## src/logic/qdsp_cfg.svh

```systemverilog
`ifndef QDSP_CFG_SVH
`define QDSP_CFG_SVH

// sample width of one ADC value
`define QDSP_DW 16

// samples per dsp clock on each stream
`define QDSP_TSLICE 4

// accumulation buffer address bits, x/y word pairs
`define QDSP_BUF_AW 5

// read port address bits
`define QDSP_LB_AW 8

// first status address, bit 7 set
`define QDSP_LB_STATUS 8'h80

`endif

```

## src/logic/qdsp_pkg.sv

```systemverilog
`default_nettype none

`include "qdsp_cfg.svh"

package qdsp_pkg;

	typedef logic signed [`QDSP_DW-1:0] sample_t;

	// slice 0 sits in the low bits
	typedef logic [`QDSP_TSLICE*`QDSP_DW-1:0] slice_t;

	typedef logic signed [31:0] acc_t;

	typedef logic [15:0] count_t;

	// top bit doubles as full
	typedef logic [`QDSP_BUF_AW:0] buf_addr_t;

	typedef logic [`QDSP_LB_AW-1:0] lb_addr_t;

	typedef enum logic [1:0] {
		st_idle,
		st_window,
		st_report
	} meas_state_t;

	typedef struct packed {
		logic done;
		acc_t xacc;
		acc_t yacc;
	} meas_result_t;

endpackage

`default_nettype wire

```

## src/logic/meas_integrator.sv

```systemverilog
`default_nettype none

`include "qdsp_cfg.svh"

module meas_integrator import qdsp_pkg::*; (
	input wire logic dsp,
	input wire logic reset,
	input wire slice_t adc_x,
	input wire slice_t adc_y,
	input wire count_t period,
	input wire count_t meas_len,
	output logic trig,
	output meas_result_t result
);

	count_t trig_cnt;
	count_t win_cnt;
	meas_state_t state;
	acc_t xacc;
	acc_t yacc;
	acc_t x_sum;
	acc_t y_sum;

	assign trig = (trig_cnt == period - 16'd1);

	always_ff @(posedge dsp) begin
		if (reset) begin
			trig_cnt <= '0;
		end else begin
			trig_cnt <= trig ? '0 : trig_cnt + 16'd1;
		end
	end

	// all samples of one clock, sign extended
	always_comb begin
		x_sum = '0;
		y_sum = '0;
		for (int i = 0; i < `QDSP_TSLICE; i++) begin
			x_sum = x_sum + acc_t'(sample_t'(adc_x[i*`QDSP_DW +: `QDSP_DW]));
			y_sum = y_sum + acc_t'(sample_t'(adc_y[i*`QDSP_DW +: `QDSP_DW]));
		end
	end

	always_ff @(posedge dsp) begin
		if (reset) begin
			state <= st_idle;
			win_cnt <= '0;
		end else begin
			case (state)
				st_idle: begin
					win_cnt <= '0;
					if (trig) state <= st_window;
				end
				st_window: begin
					win_cnt <= win_cnt + 16'd1;
					if (win_cnt == meas_len - 16'd1) state <= st_report;
				end
				default: state <= st_idle; // report lasts one cycle
			endcase
		end
	end

	always_ff @(posedge dsp) begin
		if (state == st_idle && trig) begin
			xacc <= '0;
			yacc <= '0;
		end else if (state == st_window) begin
			xacc <= xacc + x_sum;
			yacc <= yacc + y_sum;
		end
	end

	assign result.done = (state == st_report);
	assign result.xacc = xacc;
	assign result.yacc = yacc;

endmodule

`default_nettype wire

```

## src/logic/slice_minmax.sv

```systemverilog
`default_nettype none

`include "qdsp_cfg.svh"

module slice_minmax import qdsp_pkg::*; (
	input wire logic dsp,
	input wire logic reset,
	input wire logic trig,
	input wire slice_t adc_x,
	output sample_t x_min,
	output sample_t x_max
);

	sample_t slice_lo;
	sample_t slice_hi;
	sample_t samp;

	// extremes of this clock's samples
	always_comb begin
		slice_lo = sample_t'(adc_x[`QDSP_DW-1:0]);
		slice_hi = slice_lo;
		samp = slice_lo;
		for (int i = 1; i < `QDSP_TSLICE; i++) begin
			samp = sample_t'(adc_x[i*`QDSP_DW +: `QDSP_DW]);
			if (samp < slice_lo) slice_lo = samp;
			if (samp > slice_hi) slice_hi = samp;
		end
	end

	always_ff @(posedge dsp) begin
		if (reset) begin
			x_min <= {1'b0, {(`QDSP_DW-1){1'b1}}}; // empty range
			x_max <= {1'b1, {(`QDSP_DW-1){1'b0}}};
		end else if (trig) begin
			x_min <= slice_lo;
			x_max <= slice_hi;
		end else begin
			if (slice_lo < x_min) x_min <= slice_lo;
			if (slice_hi > x_max) x_max <= slice_hi;
		end
	end

endmodule

`default_nettype wire

```

## src/logic/acc_buffer.sv

```systemverilog
`default_nettype none

`include "qdsp_cfg.svh"

module acc_buffer import qdsp_pkg::*; (
	input wire logic dsp,
	input wire logic reset,
	input wire logic start,
	input wire logic trig,
	input wire meas_result_t result,
	output logic full,
	input wire lb_addr_t buf_rd_addr,
	output acc_t buf_rd_data
);

	localparam int depth = 2 ** `QDSP_BUF_AW;

	acc_t mem [0:depth-1];
	buf_addr_t wr_addr;
	logic armed;
	logic x_wr;
	logic y_pend;
	logic wr_en;
	acc_t yacc_hold;
	acc_t wr_data;

	assign full = wr_addr[`QDSP_BUF_AW];
	assign x_wr = result.done & ~full;
	assign wr_en = x_wr | y_pend;
	assign wr_data = y_pend ? yacc_hold : result.xacc; // x first, y next cycle

	always_ff @(posedge dsp) begin
		if (reset) begin
			armed <= 1'b0;
			y_pend <= 1'b0;
			wr_addr <= {1'b1, {`QDSP_BUF_AW{1'b0}}}; // starts full
		end else begin
			y_pend <= x_wr;
			if (start) begin
				armed <= 1'b1;
			end else if (trig) begin
				armed <= 1'b0;
			end
			if (armed && trig) begin
				wr_addr <= '0;
			end else if (wr_en) begin
				wr_addr <= wr_addr + 1'b1;
			end
		end
	end

	always_ff @(posedge dsp) begin
		if (result.done) yacc_hold <= result.yacc;
	end

	always_ff @(posedge dsp) begin
		if (wr_en) mem[wr_addr[`QDSP_BUF_AW-1:0]] <= wr_data;
	end

	always_ff @(posedge dsp) begin
		buf_rd_data <= mem[buf_rd_addr[`QDSP_BUF_AW-1:0]];
	end

endmodule

`default_nettype wire

```

## src/logic/lb_readout.sv

```systemverilog
`default_nettype none

`include "qdsp_cfg.svh"

module lb_readout import qdsp_pkg::*; (
	input wire logic dsp,
	input wire logic reset,
	input wire logic lb_read,
	input wire lb_addr_t lb_addr,
	output lb_addr_t buf_rd_addr,
	input wire acc_t buf_rd_data,
	input wire logic full,
	input wire sample_t x_min,
	input wire sample_t x_max,
	output acc_t lb_data,
	output logic lb_valid
);

	logic rd_s1;
	logic status_s1;
	lb_addr_t addr_s1;
	acc_t status_word;

	assign buf_rd_addr = lb_addr; // buffer registers its own read

	always_comb begin
		case (addr_s1)
			lb_addr_t'(`QDSP_LB_STATUS): status_word = acc_t'(full);
			lb_addr_t'(`QDSP_LB_STATUS + 1): status_word = acc_t'(x_min);
			lb_addr_t'(`QDSP_LB_STATUS + 2): status_word = acc_t'(x_max);
			default: status_word = '0;
		endcase
	end

	always_ff @(posedge dsp) begin
		if (reset) begin
			rd_s1 <= 1'b0;
			lb_valid <= 1'b0;
		end else begin
			rd_s1 <= lb_read;
			lb_valid <= rd_s1;
		end
	end

	always_ff @(posedge dsp) begin
		status_s1 <= lb_addr[`QDSP_LB_AW-1];
		addr_s1 <= lb_addr;
		if (rd_s1) lb_data <= status_s1 ? status_word : buf_rd_data;
	end

endmodule

`default_nettype wire

```

## src/logic/qdsp_meas.sv

```systemverilog
`default_nettype none

module qdsp_meas import qdsp_pkg::*; (
	input wire logic dsp,
	input wire logic reset,
	input wire slice_t adc_x,
	input wire slice_t adc_y,
	input wire count_t period,
	input wire count_t meas_len,
	input wire logic start,
	input wire logic lb_read,
	input wire lb_addr_t lb_addr,
	output acc_t lb_data,
	output logic lb_valid,
	output logic full
);

	logic trig;
	meas_result_t result;
	sample_t x_min;
	sample_t x_max;
	lb_addr_t buf_rd_addr;
	acc_t buf_rd_data;

	meas_integrator i_meas (
		.dsp(dsp),
		.reset(reset),
		.adc_x(adc_x),
		.adc_y(adc_y),
		.period(period),
		.meas_len(meas_len),
		.trig(trig),
		.result(result)
	);

	slice_minmax i_minmax (
		.dsp(dsp),
		.reset(reset),
		.trig(trig),
		.adc_x(adc_x),
		.x_min(x_min),
		.x_max(x_max)
	);

	acc_buffer i_buf (
		.dsp(dsp),
		.reset(reset),
		.start(start),
		.trig(trig),
		.result(result),
		.full(full),
		.buf_rd_addr(buf_rd_addr),
		.buf_rd_data(buf_rd_data)
	);

	lb_readout i_readout (
		.dsp(dsp),
		.reset(reset),
		.lb_read(lb_read),
		.lb_addr(lb_addr),
		.buf_rd_addr(buf_rd_addr),
		.buf_rd_data(buf_rd_data),
		.full(full),
		.x_min(x_min),
		.x_max(x_max),
		.lb_data(lb_data),
		.lb_valid(lb_valid)
	);

endmodule

`default_nettype wire

```

## config.mk

```make
export PLATFORM = sky130hd
export DESIGN_NAME = qdsp_meas
export DESIGN_NICKNAME = d
export VERILOG_FILES = /design/src/logic/qdsp_pkg.sv /design/src/logic/meas_integrator.sv /design/src/logic/slice_minmax.sv /design/src/logic/acc_buffer.sv /design/src/logic/lb_readout.sv /design/src/logic/qdsp_meas.sv
export VERILOG_INCLUDE_DIRS = /design/src /design/src/logic
export SDC_FILE = /design/constraint.sdc
export NUM_CORES = 2
export LEC_CHECK = 0
export ABC_CLOCK_PERIOD_IN_PS = 38800
export BUFFER_PORTS_ARGS = -buffer_cell sky130_fd_sc_hd__buf_4
export CORE_MARGIN = 1
export CORE_UTILIZATION = 55
export CTS_BUF_LIST = sky130_fd_sc_hd__clkbuf_2
export CTS_CLUSTER_DIAMETER = 100
export DETAILED_ROUTE_END_ITERATION = 6
export GPL_TIMING_DRIVEN = 1
export PLACE_DENSITY = 0.78
export SLEW_MARGIN = 20
export SYNTH_ARGS = -nofsm -noshare
export SYNTH_HDL_FRONTEND = slang
export SYNTH_HIERARCHICAL = 1
export SYNTH_SLANG_ARGS = --single-unit
```

## constraint.sdc

```tcl
create_clock -name dsp -period 38.8 [get_ports dsp]
set_input_delay 11.64 -clock dsp [delete_from_list [all_inputs] [get_ports dsp]]
set_output_delay 11.64 -clock dsp [all_outputs]
set_load 0.01 [all_outputs]
```

## Word level (Yosys, flattened, before mapping)

Memory sizes are Yosys's and may differ from the RTL's. A register that Yosys moved wholly into a read port is not among the register bits.
Index checks and enable logic that the tools add are counted.
Widths: inputs -> output; s select.

- Register bits after elaboration: 213
- Memory bits (writable): 1024
- Word-level logic and storage cells: 85
- Memories: 1
- Input bits: 172
- Output and inout bits: 34

- Mux-type cells: 23
- Order comparisons: 8
- Reductions and logical operators: 11
- Equal/unequal tests: 9
- $add $sub $neg: 13
- Bitwise operators: 3

Memory list:

| memory | words | width | rd ports | clocked after Yosys merged registers in | wr ports | line | source |
|---|---|---|---|---|---|---|---|
| i_buf.mem | 32 | 32 | 1 | 1 | 1 | acc_buffer.sv:18 | `acc_t mem [0:depth-1];` |

Operators with widths:

| kind | number |
|---|---|
| $mux 16 | 10 |
| $pmux 32 s3 | 1 |
| $add 32x16->32 | 2 |
| $add 32x32->32 | 2 |
| $gt 16x16->1 | 4 |
| $lt 16x16->1 | 4 |
| $mux 32 | 2 |
| $add 17x16->18 | 2 |
| $add 16x16->17 | 2 |
| $add 16x1->16 const B | 2 |
| $eq 16x16->1 | 2 |
| $pmux 16 s2 | 1 |
| $sub 16x1->16 const B | 2 |
| $eq 8x8->1 const B | 3 |
| $mux 6 | 2 |
| $reduce_bool 2->1 | 5 |
| $add 6x1->6 const B | 1 |
| $mux 1 | 4 |
| $mux 2 | 2 |
| $ne 2x1->1 const B | 2 |
| $pmux 2 s2 | 1 |
| $reduce_or 2->1 | 2 |
| $eq 2x1->1 const B | 1 |
| $eq 2x2->1 const B | 1 |
| other kinds (6) | 7 |

## Depth between registers and ports, before layout

- Depth in word-level cells: 9
- Mapped depth: 50
- Depth with buffers taken out: 42

## Hierarchy

Netlist, hierarchy kept.

By module, submodules not included:

| module | cells an instance | area each (um2) | times used | seq. area each (um2) |
|---|---|---|---|---|
| acc_buffer | 2372 | 42213.0 | 1 | 32511.2 |
| meas_integrator | 1386 | 11210.8 | 1 | 1961.9 |
| slice_minmax | 664 | 5432.7 | 1 | 640.6 |
| lb_readout | 148 | 1775.5 | 1 | 1161.1 |

## Least setup slack after synthesis

No wires, ideal clock.

- Path kind: input port to flip-flop
- From: in adc_x[15]
- To: reg i_minmax.x_max[7]
- Setup slack: 18656 ps
- Buffers on the path: 8
- Arrival time: 20076 ps
- Library setup time: 68 ps
- Required time: 38732 ps
- Stages: 48
- Path through: inv_1 ha_1 nand4_4 nor4_4 o21a_2 o31ai_2 nand2_1 buf_6 buf_2 mux2i_1 ha_1 a21oi_1 nor2b_1 o21ai_0 nand2b_1 a21oi_1 o221ai_1 or2_2 (+12 left out) buf_2 clkbuf_1 mux2i_1 ha_1 nor2b_1 o21a_1 o21a_1 o21a_1 o21a_1 o21ai_0 a21oi_1 o21a_1 clkbuf_1 nand2b_1 clkbuf_1 clkbuf_1 o221ai_1 a21oi_2

- Longest elaborated chain between the ends: 8
- Elaborated cells between the ends (all ways): 10
- Those cells by class: 4 x order compare; 5 x mux; 1 x reduce/logical

RTL lines:

| what | line | source |
|---|---|---|
| start, declared | qdsp_meas.sv:6 | `input wire slice_t adc_x,` |
| $gt 16x16->1 | slice_minmax.sv:26 | `if (samp > slice_hi) slice_hi = samp;` |
| $mux 16 (*) | slice_minmax.sv:26 |  |
| $gt 16x16->1 | slice_minmax.sv:26 |  |
| $mux 16 (*) | slice_minmax.sv:26 |  |
| $gt 16x16->1 | slice_minmax.sv:26 |  |
| $mux 16 (*) | slice_minmax.sv:26 |  |
| named net i_minmax.slice_hi[1] | slice_minmax.sv:15 | `sample_t slice_hi;` |
| $gt 16x16->1 (*) | slice_minmax.sv:39 | `if (slice_hi > x_max) x_max <= slice_hi;` |
| $reduce_bool 2->1 (no line) (*) | -- |  |
| end signal, assigned | slice_minmax.sv:33 | `` x_max <= {1'b1, {(`QDSP_DW-1){1'b0}}}; `` |
| end signal, assigned | slice_minmax.sv:36 | `x_max <= slice_hi;` |
| end signal, assigned | slice_minmax.sv:39 |  |
| end, declared | slice_minmax.sv:11 | `output sample_t x_max` |

Mark *: on every way through the listed nets, which the timed path passes. The rest lies on a longest branch. The select of a mux whose other input is x is not followed.
A chain may end at the register's enable or synchronous reset.

## Final worst setup path

- From: in adc_x[15]
- To: reg i_minmax.x_max[0]

The elaborated chain is that of the path after synthesis.

==> qor.txt <==
STA
----------------------------------------------------------------------------------------
Highest Clock Rate ........................................................    51.00 MHz
Final setup TNS ...........................................................         0 ns
Max-slew headroom .........................................................       0.2422
Final clock skew ..........................................................    0.2066 ns
Number of pins exceeding their max-slew limit in the final report .........            0
Final critical path time including I/O delays and setup ...................     19.61 ns
Transition time at the pin with the least slew margin .....................     1.137 ns
Total setup violations reported at the end of the flow ....................            0
Final worst-path cycle share ..............................................       0.5054
Worst setup slack after layout ............................................     19.19 ns
Final hold violation count ................................................            0
Setup repair after global routing missed its margin .......................           no

CLOCK NETWORK
----------------------------------------------------------------------------------------
Clock Sinks ...............................................................        1,268
Worst skew pair latency ...................................................      1.50 ns
Clk Tree Root Cell ........................................................ sky130_fd_sc_hd__clkbuf_2
H-tree level count ........................................................            5
Post-CTS setup-driven buffer insertion count ..............................            0
Gates resized, CTS repair .................................................            0
Number of buffers inserted for hold repair after clock tree synthesis .....            0
Clock Tree Buf Depth ......................................................            4
CTS buffer count ..........................................................          317
Clk slew on worst S/H paths ...............................................      0.10 ns
CTS tree ..................................................................          yes

GLOBAL ROUTE
----------------------------------------------------------------------------------------
GRT Util Overall ..........................................................       0.2789
Number of global-route vias before repair .................................       38.87k
Antenna violations before repair ..........................................            7
GRT met1 Usage ............................................................       0.3717
Global-route wire length before repair ....................................   232,600 µm
Met2 routing resource usage after global routing ..........................       0.4568
GR Overflow Total .........................................................            0
Pin count of the biggest net entering global routing ......................          152
GR Layer Usage met3 .......................................................      0.05137
Busiest grt layer .........................................................         met2

WORST SETUP PATH
----------------------------------------------------------------------------------------
Slowest cell on crit path ................................................. sky130_fd_sc_hd__nand2b_1
Buffers and inverters on the worst path ...................................            4
CP Data Arrival Time ......................................................     20.99 ns
Critical path endpoint category ...........................................     register
Worst Setup Start Kind .................................................... primary input
Family of cells with the greatest summed delay on the critical path ....... compound AO/OA/AOI/OAI gates
Required time of the critical path ........................................     40.18 ns
Maximum cell stage delay along the critical path ..........................      0.59 ns
Maximum fanout along the worst path .......................................           20
Type of the worst setup path ..............................................       in2reg

FINISH
----------------------------------------------------------------------------------------
Filler cell count in the final layout .....................................        8,389
Layout cell share with drive strength beyond 1 ............................       0.1740
Area occupied by registers ................................................   36,280 µm²
Final instance area .......................................................   66,400 µm²
Count of nets after finishing .............................................        5,425
Area used by multi-input combinational logic ..............................   21,950 µm²
Final core utilization ....................................................       0.6092
Area delta synth->final ...................................................       9.556%

FLOORPLANNING
----------------------------------------------------------------------------------------
Floorplan core area .......................................................  109,000 µm²
Initial Utilization .......................................................       0.5560
# rows ....................................................................          121
Chip Height ...............................................................     334.0 µm
Chip width ................................................................     334.0 µm
Number of ports placed on the die boundary ................................          206
Die area ..................................................................  111,500 µm²

OUTCOME
----------------------------------------------------------------------------------------
Run status ................................................................ complete, no violations

SYNTHESIS
----------------------------------------------------------------------------------------
Mean post-synth cell area .................................................    13.27 µm²
Synthesized netlist net count .............................................        5,046
Yosys Warn Count ..........................................................            6
Syn Std Cell Area .........................................................   60,610 µm²
Cells after synthesis .....................................................        4,567

POWER
----------------------------------------------------------------------------------------
Power density over the cells .............................................. 51.45 nW/µm²
Highest ir drop seen on vdd ............................................... 0.00004326 V
Static leakage ............................................................     25.79 nW
Post-layout total power ...................................................     3.416 mW

ROUTE
----------------------------------------------------------------------------------------
Detailed router's first-iteration violation count .........................        3,703
Routed WL per cell ........................................................     23.65 µm
Vias per cell .............................................................        5.933
Drt drc ...................................................................            0
Total wire length .........................................................   155,900 µm
DR vias ...................................................................       39.13k
Count of antenna-violating nets left after detailed routing ...............            0
Drt first pass iters ......................................................            6

PLACE
----------------------------------------------------------------------------------------
Number of input and output port buffers inserted ..........................          205
Total half-perimeter wirelength after legalization and detailed placement .    97,170 µm
Post-Place Cell Area ......................................................   63,550 µm²
Placer Congestion .........................................................       0.9482
Worst slack at placement ..................................................     17.94 ns

WORST HOLD PATH
----------------------------------------------------------------------------------------
Type of the most critical hold path .......................................      reg2reg

FLOW RUN
----------------------------------------------------------------------------------------
Reported max-cap violation count ..........................................            0

==> cell usage in the layout, fill, tap and decap left out, types with 73 or more instances in the layout <==
| cell type | n |
|---|---|
| sky130_fd_sc_hd__clkbuf_2 | 461 |
| sky130_fd_sc_hd__buf_4 | 264 |
| sky130_fd_sc_hd__a21oi_1 | 262 |
| sky130_fd_sc_hd__mux2i_1 | 570 |
| sky130_fd_sc_hd__nor2_1 | 168 |
| sky130_fd_sc_hd__nand3_1 | 142 |
| sky130_fd_sc_hd__nand2_1 | 227 |
| sky130_fd_sc_hd__inv_1 | 395 |
| sky130_fd_sc_hd__ha_1 | 181 |
| sky130_fd_sc_hd__o21ai_0 | 78 |
| sky130_fd_sc_hd__xnor2_1 | 78 |
| sky130_fd_sc_hd__dfxtp_1 | 179 |
| sky130_fd_sc_hd__nor3_1 | 83 |
| sky130_fd_sc_hd__a22oi_1 | 112 |
| sky130_fd_sc_hd__fa_1 | 126 |
| sky130_fd_sc_hd__edfxtp_1 | 1088 |
| sky130_fd_sc_hd__a22o_1 | 73 |
==> final timing paths <==
kind                                                   start                        endpoint  slack [ns]  cells after the start
worst max register to register  i_meas/state[1]$_SDFFE_PP0P_     i_buf/mem[24][13]$_DFFE_PP_       34.12                      6
worst min register to register   i_meas/yacc[8]$_SDFFE_PP0P_    i_buf/yacc_hold[8]$_DFFE_PP_        0.44                      0
worst max-delay path                               adc_x[15]  i_minmax/x_max[0]$_SDFFE_PP0P_       19.19                     44
worst min-delay path             i_meas/yacc[8]$_SDFFE_PP0P_    i_buf/yacc_hold[8]$_DFFE_PP_        0.44                      0
==> metal layers <==
metal	wire length, µm	vias to the layer above
met3	13410	265
met4	4630	0
met5	0	-
met1	62860	19223
met2	75040	1826
li1	-	17815
==> area by class of cell <==
cell class | count | share of cell area
Tap cell | 1414 | 0.02664
Antenna cell | 4 | 0.0001507
Sequential cell | 1268 | 0.5463
Timing Repair Buffer | 270 | 0.03145
Clock buffer | 461 | 0.03475
Inverter | 396 | 0.02239
Multi-Input combinational cell | 2693 | 0.3306
Clock inverter | 89 | 0.007669
==> sequential cells by signal, summed over array words and instances (netlist names), 2 cells and up <==
signal / cells
i_buf/buf_rd_data: 32
i_buf/mem: 1024
i_buf/wr_addr: 6
i_buf/yacc_hold: 32
i_meas/state: 2
i_meas/trig_cnt: 16
i_meas/win_cnt: 16
i_meas/xacc: 32
i_meas/yacc: 32
i_minmax/x_max: 16
i_minmax/x_min: 16
i_readout/addr_s1: 8
i_readout/lb_data: 32
==> through the flow <==
step / instances / hold slack [ns]
floorplan: 4567 / 0.4082
global route: 6595 / 0.4526
global placement: 6040 / 0.4159
detailed placement: 6040 / 0.4244
finish: 6595 / 0.4415
CTS: 6590 / 0.4385
==> power breakdown <==
group          total, mW  internal, mW  switching, mW
sequential          1.58          1.55         0.0289
combinational      0.968         0.386          0.582
clock              0.869         0.356          0.513
==> worst reg2reg max path: cells and delay by family (launching register included) <==
kind | cells | cell delay, ns
and+or+nand+nor | 5 | 3.16
DFF | 1 | 0.53
buffers and inverters | 1 | 0.62
Power figures use the tool's default switching activity.
